File: src/jbus_pkg.sv
// JBus field definitions
`default_nettype none

package jbus_pkg;

  // Bus widths
  localparam int AD_W     = 128;
  localparam int ADTYPE_W = 8;
  localparam int ADP_W    = 4;
  localparam int LANE_W   = 32;

  // JID is target agent in [5:2], transaction id in [1:0]
  localparam int JID_W = 6;

  // Two-bit J_ADTYPE prefixes
  localparam logic [1:0] ADTYPE_RDER = 2'd0;
  localparam logic [1:0] ADTYPE_RD64 = 2'd1;
  localparam logic [1:0] ADTYPE_RD16 = 2'd2;
  localparam logic [1:0] ADTYPE_NC   = 2'd3;

  // Transaction codes in an address half
  localparam int TRANS_W = 5;
  localparam logic [TRANS_W-1:0] TRANS_NCRD    = 5'h0c;
  localparam logic [TRANS_W-1:0] TRANS_NCWR    = 5'h0e;
  localparam logic [TRANS_W-1:0] TRANS_INTACK  = 5'h14;
  localparam logic [TRANS_W-1:0] TRANS_INTNACK = 5'h15;

  // Address half layout: byte enables, code, address
  localparam int PIO_ADDR_W = 43;
  localparam int BE_W       = 16;
  localparam int AID_W      = 5;

  // Install state sent in RD64 cycle 1
  localparam logic [2:0] INSTALL_INVALID = 3'b000;
  localparam logic [2:0] INSTALL_SHARED  = 3'b001;

  // Error codes in the low bits of an RDER data cycle
  localparam logic [2:0] RDER_UNMAPPED  = 3'b010;
  localparam logic [2:0] RDER_BUS_ERROR = 3'b011;

  // Debug queue returns always go to this agent
  localparam logic [3:0] DBG_TARGET_AID = 4'd4;

  // Undriven bus reads as all ones
  localparam logic [ADTYPE_W-1:0] IDLE_ADTYPE = '1;

endpackage

`default_nettype wire

File: src/pktout_sel_pkg.sv
// Packet output select encodings
`default_nettype none

package pktout_sel_pkg;

  // Queue select
  localparam int QSEL_W = 3;
  localparam logic [QSEL_W-1:0] LRQ_SCT0RDQ = 3'd0;
  localparam logic [QSEL_W-1:0] LRQ_SCT1RDQ = 3'd1;
  localparam logic [QSEL_W-1:0] LRQ_SCT2RDQ = 3'd2;
  localparam logic [QSEL_W-1:0] LRQ_SCT3RDQ = 3'd3;
  localparam logic [QSEL_W-1:0] LRQ_PIORQQ  = 3'd4;
  localparam logic [QSEL_W-1:0] LRQ_PIOACKQ = 3'd5;
  localparam logic [QSEL_W-1:0] LRQ_DBGQ    = 3'd6;

  localparam int NUM_SCT = 4;

  // Bus-cycle select, idle is legal with any queue
  localparam int CSEL_W = 4;
  localparam logic [CSEL_W-1:0] SEL_IDLE    = 4'd0;
  localparam logic [CSEL_W-1:0] SEL_RD16    = 4'd1;
  localparam logic [CSEL_W-1:0] SEL_RD64_0  = 4'd2;
  localparam logic [CSEL_W-1:0] SEL_RD64_1  = 4'd3;
  localparam logic [CSEL_W-1:0] SEL_RD64_2  = 4'd4;
  localparam logic [CSEL_W-1:0] SEL_RD64_3  = 4'd5;
  localparam logic [CSEL_W-1:0] SEL_RDER    = 4'd6;
  localparam logic [CSEL_W-1:0] SEL_NCRD    = 4'd7;
  localparam logic [CSEL_W-1:0] SEL_NCWR_0  = 4'd8;
  localparam logic [CSEL_W-1:0] SEL_NCWR_1  = 4'd9;
  localparam logic [CSEL_W-1:0] SEL_INTACK  = 4'd10;
  localparam logic [CSEL_W-1:0] SEL_INTNACK = 4'd11;

endpackage

`default_nettype wire

File: src/sct_rdq_format.sv
// L2 read-return cycle formatter
`timescale 1ns/10ps
`default_nettype none

module sct_rdq_format (
  input  logic                              clk,
  input  logic                              arst_n,
  input  logic                              install_state,
  input  logic                              unmapped_error,
  input  logic                              ue_err,
  input  logic [jbus_pkg::JID_W-1:0]        jid,
  input  logic [jbus_pkg::AD_W-1:0]         data,
  input  logic [pktout_sel_pkg::CSEL_W-1:0] sel_j_adbus,
  output logic [jbus_pkg::ADTYPE_W-1:0]     adtype,
  output logic [jbus_pkg::AD_W-1:0]         ad
);
  import jbus_pkg::*;
  import pktout_sel_pkg::*;

  logic       ue_err_q;
  logic [2:0] rd64_state;
  logic [2:0] rder_code;

  // UE of the previous cycle, reported again in RD64 cycle 1
  always_ff @(posedge clk or negedge arst_n) begin
    if (!arst_n) begin
      ue_err_q <= 1'b0;
    end else begin
      ue_err_q <= ue_err;
    end
  end

  assign rd64_state = install_state ? INSTALL_SHARED : INSTALL_INVALID;
  assign rder_code  = unmapped_error ? RDER_UNMAPPED : RDER_BUS_ERROR;

  always_comb begin
    adtype = '0;
    ad     = '0;
    case (sel_j_adbus)
      SEL_RD16: begin
        adtype = {ADTYPE_RD16, jid};
        ad     = data;
      end
      SEL_RD64_0: begin
        adtype = {ADTYPE_RD64, jid};
        ad     = data;
      end
      // Bit 6 delayed UE, bit 4 current UE, bits 2:0 install state
      SEL_RD64_1: begin
        adtype = {1'b0, ue_err_q, 1'b0, ue_err, 1'b0, rd64_state};
        ad     = data;
      end
      SEL_RD64_2, SEL_RD64_3: begin
        adtype = {3'b000, ue_err, 4'b0000};
        ad     = data;
      end
      SEL_RDER: begin
        adtype = {ADTYPE_RDER, jid};
        ad     = {data[AD_W-1:3], rder_code};
      end
      default: begin
        adtype = '0;
        ad     = '0;
      end
    endcase
  end

endmodule

`default_nettype wire

File: src/ncio_format.sv
// PIO request and interrupt ack formatter
`timescale 1ns/10ps
`default_nettype none

module ncio_format (
  input  logic [pktout_sel_pkg::CSEL_W-1:0] sel_j_adbus,
  input  logic                              pio_ue,
  input  logic [jbus_pkg::BE_W-1:0]         pio_be,
  input  logic [jbus_pkg::AD_W/2-1:0]       pio_ad,
  input  logic [jbus_pkg::AID_W-1:0]        mondo_agnt_id,
  input  logic [jbus_pkg::AID_W-1:0]        mondo_cpu_id,
  input  logic [jbus_pkg::JID_W-1:0]        unused_jid,
  output logic [jbus_pkg::ADTYPE_W-1:0]     adtype,
  output logic [jbus_pkg::AD_W-1:0]         ad
);
  import jbus_pkg::*;
  import pktout_sel_pkg::*;

  logic [AD_W/2-1:0] ncrd_half;
  logic [AD_W/2-1:0] ncwr_half;
  logic [AD_W/2-1:0] intack_half;
  logic [AD_W/2-1:0] intnack_half;

  // Address halves: byte enables, transaction, address
  assign ncrd_half = {pio_be, TRANS_NCRD, pio_ad[PIO_ADDR_W-1:0]};
  assign ncwr_half = {pio_be, TRANS_NCWR, pio_ad[PIO_ADDR_W-1:0]};

  // Mondo ack: target then source agent, low 31 bits unused
  assign intack_half  = {{BE_W{1'b0}}, TRANS_INTACK, 2'b00,
                         mondo_agnt_id, mondo_cpu_id, 31'd0};
  assign intnack_half = {{BE_W{1'b0}}, TRANS_INTNACK, 2'b00,
                         mondo_agnt_id, mondo_cpu_id, 31'd0};

  // Address cycles carry the same half twice
  always_comb begin
    adtype = '0;
    ad     = '0;
    case (sel_j_adbus)
      SEL_NCRD: begin
        adtype = {ADTYPE_NC, unused_jid};
        ad     = {ncrd_half, ncrd_half};
      end
      SEL_NCWR_0: begin
        adtype = {ADTYPE_NC, {JID_W{1'b0}}};
        ad     = {ncwr_half, ncwr_half};
      end
      // Write data cycle
      SEL_NCWR_1: begin
        adtype = {3'b000, pio_ue, 4'b0000};
        ad     = {pio_ad, pio_ad};
      end
      SEL_INTACK: begin
        adtype = {ADTYPE_NC, {JID_W{1'b0}}};
        ad     = {intack_half, intack_half};
      end
      SEL_INTNACK: begin
        adtype = {ADTYPE_NC, {JID_W{1'b0}}};
        ad     = {intnack_half, intnack_half};
      end
      default: begin
        adtype = '0;
        ad     = '0;
      end
    endcase
  end

endmodule

`default_nettype wire

File: src/pktout_select.sv
// JBus packet source selector
`timescale 1ns/10ps
`default_nettype none

module pktout_select (
  input  logic [pktout_sel_pkg::QSEL_W-1:0] sel_queue,
  input  logic [pktout_sel_pkg::CSEL_W-1:0] sel_j_adbus,
  input  logic [jbus_pkg::ADTYPE_W-1:0]     sct_adtype [pktout_sel_pkg::NUM_SCT],
  input  logic [jbus_pkg::AD_W-1:0]         sct_ad [pktout_sel_pkg::NUM_SCT],
  input  logic [jbus_pkg::ADTYPE_W-1:0]     ncio_adtype,
  input  logic [jbus_pkg::AD_W-1:0]         ncio_ad,
  input  logic [jbus_pkg::AD_W-1:0]         dbg_data,
  output logic [jbus_pkg::ADTYPE_W-1:0]     j_adtype,
  output logic [jbus_pkg::AD_W-1:0]         j_ad
);
  import jbus_pkg::*;
  import pktout_sel_pkg::*;

  logic piorq_cycle;
  logic pioack_cycle;

  // PIO queues only own their own cycle types
  assign piorq_cycle  = (sel_j_adbus == SEL_NCRD) || (sel_j_adbus == SEL_NCWR_0) ||
                        (sel_j_adbus == SEL_NCWR_1);
  assign pioack_cycle = (sel_j_adbus == SEL_INTACK) || (sel_j_adbus == SEL_INTNACK);

  always_comb begin
    j_adtype = '0;
    j_ad     = '0;
    if (sel_j_adbus == SEL_IDLE) begin
      j_adtype = IDLE_ADTYPE;
      j_ad     = '1;
    end else begin
      case (sel_queue)
        // SCT formatters already zero the cycles they do not own
        LRQ_SCT0RDQ: begin
          j_adtype = sct_adtype[0];
          j_ad     = sct_ad[0];
        end
        LRQ_SCT1RDQ: begin
          j_adtype = sct_adtype[1];
          j_ad     = sct_ad[1];
        end
        LRQ_SCT2RDQ: begin
          j_adtype = sct_adtype[2];
          j_ad     = sct_ad[2];
        end
        LRQ_SCT3RDQ: begin
          j_adtype = sct_adtype[3];
          j_ad     = sct_ad[3];
        end
        LRQ_PIORQQ: begin
          if (piorq_cycle) begin
            j_adtype = ncio_adtype;
            j_ad     = ncio_ad;
          end
        end
        LRQ_PIOACKQ: begin
          if (pioack_cycle) begin
            j_adtype = ncio_adtype;
            j_ad     = ncio_ad;
          end
        end
        // Debug data goes out as an RD16 return, transaction 0
        LRQ_DBGQ: begin
          if (sel_j_adbus == SEL_RD16) begin
            j_adtype = {ADTYPE_RD16, DBG_TARGET_AID, 2'b00};
            j_ad     = dbg_data;
          end
        end
        default: begin
          j_adtype = '0;
          j_ad     = '0;
        end
      endcase
    end
  end

endmodule

`default_nettype wire

File: src/jad_protect.sv
// J_AD error injection and parity
`timescale 1ns/10ps
`default_nettype none

module jad_protect (
  input  logic [jbus_pkg::ADTYPE_W-1:0] j_adtype,
  input  logic [jbus_pkg::AD_W-1:0]     j_ad,
  input  logic [jbus_pkg::ADP_W-1:0]    inj_err_j_ad,
  output logic [jbus_pkg::AD_W-1:0]     jbi_io_j_ad,
  output logic [jbus_pkg::ADP_W-1:0]    jbi_io_j_adp
);
  import jbus_pkg::*;

  for (genvar k = 0; k < ADP_W; k++) begin : g_lane
    // Flip only bit 0 of the lane
    assign jbi_io_j_ad[k*LANE_W +: LANE_W] =
      j_ad[k*LANE_W +: LANE_W] ^ {{(LANE_W-1){1'b0}}, inj_err_j_ad[k]};

    // Odd parity over clean data, top lane covers ADTYPE too
    if (k == ADP_W-1) begin : g_top
      assign jbi_io_j_adp[k] = ~((^j_ad[k*LANE_W +: LANE_W]) ^ (^j_adtype));
    end else begin : g_low
      assign jbi_io_j_adp[k] = ~(^j_ad[k*LANE_W +: LANE_W]);
    end
  end

endmodule

`default_nettype wire

File: src/jbi_pktout_mux.sv
// JBus packet output formatter top
`timescale 1ns/10ps
`default_nettype none

module jbi_pktout_mux (
  input  logic                              clk,
  input  logic                              arst_n,
  input  logic [pktout_sel_pkg::QSEL_W-1:0] sel_queue,
  input  logic [pktout_sel_pkg::CSEL_W-1:0] sel_j_adbus,
  // L2 read-return queues
  input  logic                              sct0rdq_install_state,
  input  logic                              sct0rdq_unmapped_error,
  input  logic [jbus_pkg::JID_W-1:0]        sct0rdq_jid,
  input  logic [jbus_pkg::AD_W-1:0]         sct0rdq_data,
  input  logic                              sct0rdq_ue_err,
  input  logic                              sct1rdq_install_state,
  input  logic                              sct1rdq_unmapped_error,
  input  logic [jbus_pkg::JID_W-1:0]        sct1rdq_jid,
  input  logic [jbus_pkg::AD_W-1:0]         sct1rdq_data,
  input  logic                              sct1rdq_ue_err,
  input  logic                              sct2rdq_install_state,
  input  logic                              sct2rdq_unmapped_error,
  input  logic [jbus_pkg::JID_W-1:0]        sct2rdq_jid,
  input  logic [jbus_pkg::AD_W-1:0]         sct2rdq_data,
  input  logic                              sct2rdq_ue_err,
  input  logic                              sct3rdq_install_state,
  input  logic                              sct3rdq_unmapped_error,
  input  logic [jbus_pkg::JID_W-1:0]        sct3rdq_jid,
  input  logic [jbus_pkg::AD_W-1:0]         sct3rdq_data,
  input  logic                              sct3rdq_ue_err,
  // PIO request and ack queues
  input  logic                              ncio_pio_ue,
  input  logic [jbus_pkg::BE_W-1:0]         ncio_pio_be,
  input  logic [jbus_pkg::AD_W/2-1:0]       ncio_pio_ad,
  input  logic [jbus_pkg::AID_W-1:0]        ncio_mondo_agnt_id,
  input  logic [jbus_pkg::AID_W-1:0]        ncio_mondo_cpu_id,
  input  logic [jbus_pkg::JID_W-1:0]        unused_jid,
  input  logic [jbus_pkg::AD_W-1:0]         dbg_data,
  input  logic [jbus_pkg::ADP_W-1:0]        inj_err_j_ad,
  output logic [jbus_pkg::ADTYPE_W-1:0]     jbi_io_j_adtype,
  output logic [jbus_pkg::AD_W-1:0]         jbi_io_j_ad,
  output logic [jbus_pkg::ADP_W-1:0]        jbi_io_j_adp
);
  import jbus_pkg::*;
  import pktout_sel_pkg::*;

  logic [ADTYPE_W-1:0] sct_adtype [NUM_SCT];
  logic [AD_W-1:0]     sct_ad [NUM_SCT];
  logic [ADTYPE_W-1:0] ncio_adtype;
  logic [AD_W-1:0]     ncio_ad;
  logic [AD_W-1:0]     j_ad;

  sct_rdq_format sct0_fmt_i (
    .clk, .arst_n, .sel_j_adbus,
    .install_state (sct0rdq_install_state),
    .unmapped_error(sct0rdq_unmapped_error),
    .ue_err        (sct0rdq_ue_err),
    .jid           (sct0rdq_jid),
    .data          (sct0rdq_data),
    .adtype        (sct_adtype[0]),
    .ad            (sct_ad[0])
  );

  sct_rdq_format sct1_fmt_i (
    .clk, .arst_n, .sel_j_adbus,
    .install_state (sct1rdq_install_state),
    .unmapped_error(sct1rdq_unmapped_error),
    .ue_err        (sct1rdq_ue_err),
    .jid           (sct1rdq_jid),
    .data          (sct1rdq_data),
    .adtype        (sct_adtype[1]),
    .ad            (sct_ad[1])
  );

  sct_rdq_format sct2_fmt_i (
    .clk, .arst_n, .sel_j_adbus,
    .install_state (sct2rdq_install_state),
    .unmapped_error(sct2rdq_unmapped_error),
    .ue_err        (sct2rdq_ue_err),
    .jid           (sct2rdq_jid),
    .data          (sct2rdq_data),
    .adtype        (sct_adtype[2]),
    .ad            (sct_ad[2])
  );

  sct_rdq_format sct3_fmt_i (
    .clk, .arst_n, .sel_j_adbus,
    .install_state (sct3rdq_install_state),
    .unmapped_error(sct3rdq_unmapped_error),
    .ue_err        (sct3rdq_ue_err),
    .jid           (sct3rdq_jid),
    .data          (sct3rdq_data),
    .adtype        (sct_adtype[3]),
    .ad            (sct_ad[3])
  );

  ncio_format ncio_fmt_i (
    .sel_j_adbus,
    .pio_ue       (ncio_pio_ue),
    .pio_be       (ncio_pio_be),
    .pio_ad       (ncio_pio_ad),
    .mondo_agnt_id(ncio_mondo_agnt_id),
    .mondo_cpu_id (ncio_mondo_cpu_id),
    .unused_jid,
    .adtype       (ncio_adtype),
    .ad           (ncio_ad)
  );

  pktout_select select_i (
    .sel_queue, .sel_j_adbus,
    .sct_adtype, .sct_ad,
    .ncio_adtype, .ncio_ad,
    .dbg_data,
    .j_adtype(jbi_io_j_adtype),
    .j_ad
  );

  // Injection and parity on the pin side
  jad_protect protect_i (
    .j_adtype(jbi_io_j_adtype),
    .j_ad,
    .inj_err_j_ad,
    .jbi_io_j_ad,
    .jbi_io_j_adp
  );

endmodule

`default_nettype wire

File: config.mk
export PLATFORM = sky130hd
export DESIGN_NAME = jbi_pktout_mux
export DESIGN_NICKNAME = d
export VERILOG_FILES = /design/src/jbus_pkg.sv /design/src/pktout_sel_pkg.sv /design/src/sct_rdq_format.sv /design/src/ncio_format.sv /design/src/pktout_select.sv /design/src/jad_protect.sv /design/src/jbi_pktout_mux.sv
export SDC_FILE = /design/constraint.sdc
export NUM_CORES = 1
export LEC_CHECK = 0
export BUFFER_PORTS_ARGS = -buffer_cell sky130_fd_sc_hd__clkbuf_2
export CORE_AREA = 10 10 356 358
export CTS_BUF_LIST = sky130_fd_sc_hd__clkbuf_4
export CTS_CLUSTER_SIZE = 20
export DETAILED_ROUTE_END_ITERATION = 10
export DIE_AREA = 0 0 366 368
export PLACE_DENSITY_LB_ADDON = 0.2
export SLEW_MARGIN = 5
export SYNTH_ARGS = -nofsm -noshare
export SYNTH_HDL_FRONTEND = slang
export SYNTH_SLANG_ARGS = --single-unit
File: constraint.sdc
create_clock -name clk -period 4.45 [get_ports clk]
set_clock_uncertainty 0.05 [all_clocks]
set_input_delay 0.6675 -clock clk [delete_from_list [all_inputs] [get_ports clk]]
set_output_delay 0.6675 -clock clk [all_outputs]
set_load 0.005 [all_outputs]
==> impl_metrics.ini <==
[status]
status = complete, no violations

[job]
cap_violations = 0

[power_and_ir_drop]
p_comb_frac = 0.966
clock_power_share = 0.018
p_per_area_mw_per_mm2 = 131.8
swShare = 0.4823
leakagePower_nw = 9.008
netSwitchingPower_mw = 1.190
p_seq_frac = 0.016
intPower_mw = 1.277
irDropWorstVdd_mv = 0.1024
total_power_mw = 2.466

[global_route]
antenna_found_initial = 89
globalRouteOverflowTotal = 0
groute.usage.overall = 0.1814
grt_first_pass_wirelength_um = 165100
grt_pass1_vias = 15640
grt_max_degree = 40

[synthesis]
synth_nets = 1817
yosysUniqueCellTypes = 58
synthArstFlopShare = 1.000
syn_inst = 1031
yosys-top-cells-area = mux4_2 16%, a22oi_1 16%, xnor2_1 12%
ys_seq_area_frac = 0.01259
synth_top_area_cell = mux4_2
synth_fa_ha_area_frac = 0
synthMuxAreaShare = 0.1657
synth_area_mm2 = 0.007949
syn_area_per_cell_um2 = 7.710
synth-simple-area-share = 0.1535
synth_xor_area_frac = 0.1491
ys.flop_type = dfrtp_1
synth_top_area_frac = 0.1587
yosys_warnings = 0
synth_top_family_by_area = compound AO/OA/AOI/OAI gates
synth_compound_area_frac = 0.4343
ys_ff_latch = 4
synth_edf_count = 0

[routing]
drc = 0
antenna_left = 0
drt_iter0_markers = 1050
first_pass_iters = 5
postRouteWirelength_um = 131400
vias = 14760
vias_per_cell = 3.828
wl_per_cell_um = 34.10

[final_layout]
drive_gt1_frac = 0.6930
final_net_count = 3019
fin_util = 0.1569
fill_cells = 13940
syn_to_final_growth_pct = 135.5
final_common_cell = clkbuf_2
layout_common_cells = 916 x clkbuf_2, 310 x buf_4, 154 x a22oi_1

[clock_tree]
cts_buffer_depth = 2
clock_sinks = 4
clk_pin_slew_worst_paths_ns = 0.04
cts_tree = done
htree_levels = 1
cts_buffers = 3
cts_root_buffer = clkbuf_4

[min_path]
hold_class = input port to async pin

[timing]
setup-tns-final_ns = 0
finalCritPeriodShare = 0.9942
hold_viol_final = 0
fmax_ghz = 0.2260
setup_viol = 0
max_slew.worst_pin.slew_ns = 0.6262
setup_slack_ns = 0.02584
hold_ws_ns = 0.1894
drv_slew = 0
fin_crit_ns = 4.424
relSlewSlack = 0.5779
rsz0062_at_grt = true

[worst_setup_path]
cp_max_fo = 10
crit_arrival_ns = 3.71
path_class = input port to output port
path_common_cell = xnor2_2
path_delay_family = buffers and inverters
cp-end-kind = output port
cp_slowest_cell = nor3_4
cp.required_ns = 3.73
crit_buf_inv = 7
crit_chain = buf_2 -> buf_12 -> buf_6 -> nor3_4 -> buf_4 -> clkbuf_16 -> a22oi_1 -> a21oi_1 -> a211oi_2 -> xnor2_2 -> xnor2_2 -> xnor2_2 -> buf_12 -> xnor3_1 -> xnor2_2 -> buf_2
worstSetupStartpointType = input port
slowest_delay_ns = 0.35

[place]
io_buffers = 925
dp_hpwl_um = 118400
gp_congestion = 0.8738
post-place-ws_ns = -0.7992

[floorplanning]
die-area_mm2 = 0.1347
rows = 127
die_h_um = 368
num_io_pins = 926
die_w_um = 366
fp.coreArea_mm2 = 0.1193
initial_core_util = 0.06661
==> through the flow <==
| step | cell area [um2] | cells |
|---|---|---|
| 2_1_floorplan | 7949 | 1031 |
| 3_3_place_gp | 16760 | 3754 |
| 3_5_place_dp | 16760 | 3754 |
| 4_1_cts | 17990 | 3817 |
| 5_1_grt | 18700 | 3847 |
| 6_report | 18720 | 3855 |
==> layer usage <==
metal | part of all wire | track usage | wire length, um | vias up
li1 | - | - | - | 6490
met1 | 0.44 | 0.2368 | 58060 | 7292
met2 | 0.48 | 0.3132 | 62600 | 758
met3 | 0.067 | 0.04308 | 8806 | 169
met4 | 0.013 | 0.01172 | 1653 | 48
met5 | 0.0024 | 0 | 321 | -
==> synth_stat cells (13+ instances only) <==
cell / n
a22oi_1: 165
nand2_1: 153
xnor2_1: 108
a21oi_1: 98
mux4_2: 56
buf_2: 43
a211oi_1: 42
o21ai_0: 41
a221oi_1: 37
nor2b_1: 33
a221oi_2: 30
clkbuf_1: 28
buf_4: 22
nand2b_1: 22
xor2_1: 17
a221o_1: 13
buf_1: 13
==> power groups by stage <==
stage	combinational, mW	clock, mW	sequential (mW)
final	2.38	0.0447	0.0389
after global placement	2.14	0	0.0394
after global routing	2.53	0.0507	0.0391
after detailed placement	2.13	0	0.0394
after CTS	2.30	0.0468	0.0389
after floorplan	0.816	0	0.0391
==> final timing paths <==
path                       depth (start not counted)  slack (ns)           start                   to
worst max-delay path                              16        0.03    sel_queue[2]      jbi_io_j_adp[1]
worst min-delay path                               1        0.19          arst_n  sct1_fmt_i.ue_err_q
max in group asynchronous                          1        4.03          arst_n  sct2_fmt_i.ue_err_q
min in group clk                                   1        0.54  sct0rdq_ue_err  sct0_fmt_i.ue_err_q
==> what timing repair did <==
item | 4_1_cts | 5_1_grt
gates resized for setup | 106 | 90
setup endpoints to repair | 4 | 4
hold buffers | 0 | 0
buffers inserted | 56 | 26
pin swaps | 33 | 54
cloned | 4 | 3
hold endpoints to repair | 0 | 0
==> kinds of logic (layout without fill, tap and decap cells) <==
| family | after synthesis | after routing |
|---|---|---|
| compound gates | 461 | 461 |
| simple gates | 251 | 251 |
| xor+xnor | 129 | 129 |
| buf+inv | 125 | 1325 |
| mux | 61 | 61 |
| flops | 4 | 4 |
| other cells | 0 | 12 |
==> flip-flops by register name, indices dropped and copies added (netlist names) <==
name,cells
sct0_fmt_i.ue_err_q,1
sct3_fmt_i.ue_err_q,1
sct2_fmt_i.ue_err_q,1
sct1_fmt_i.ue_err_q,1
==> final cells by class <==
| class | count | area (um2) | area share |
|---|---|---|---|
| Multi-Input combinational cell | 902 | 8120 | 0.4338 |
| Antenna cell | 12 | 30.03 | 0.001604 |
| Tap cell | 1612 | 2017 | 0.1078 |
| Timing Repair Buffer | 1313 | 8394 | 0.4485 |
| Sequential cell | 4 | 100.1 | 0.005348 |
| Clock buffer | 3 | 22.52 | 0.001203 |
| Inverter | 9 | 33.78 | 0.001805 |
(Power assumes the default switching activity.)
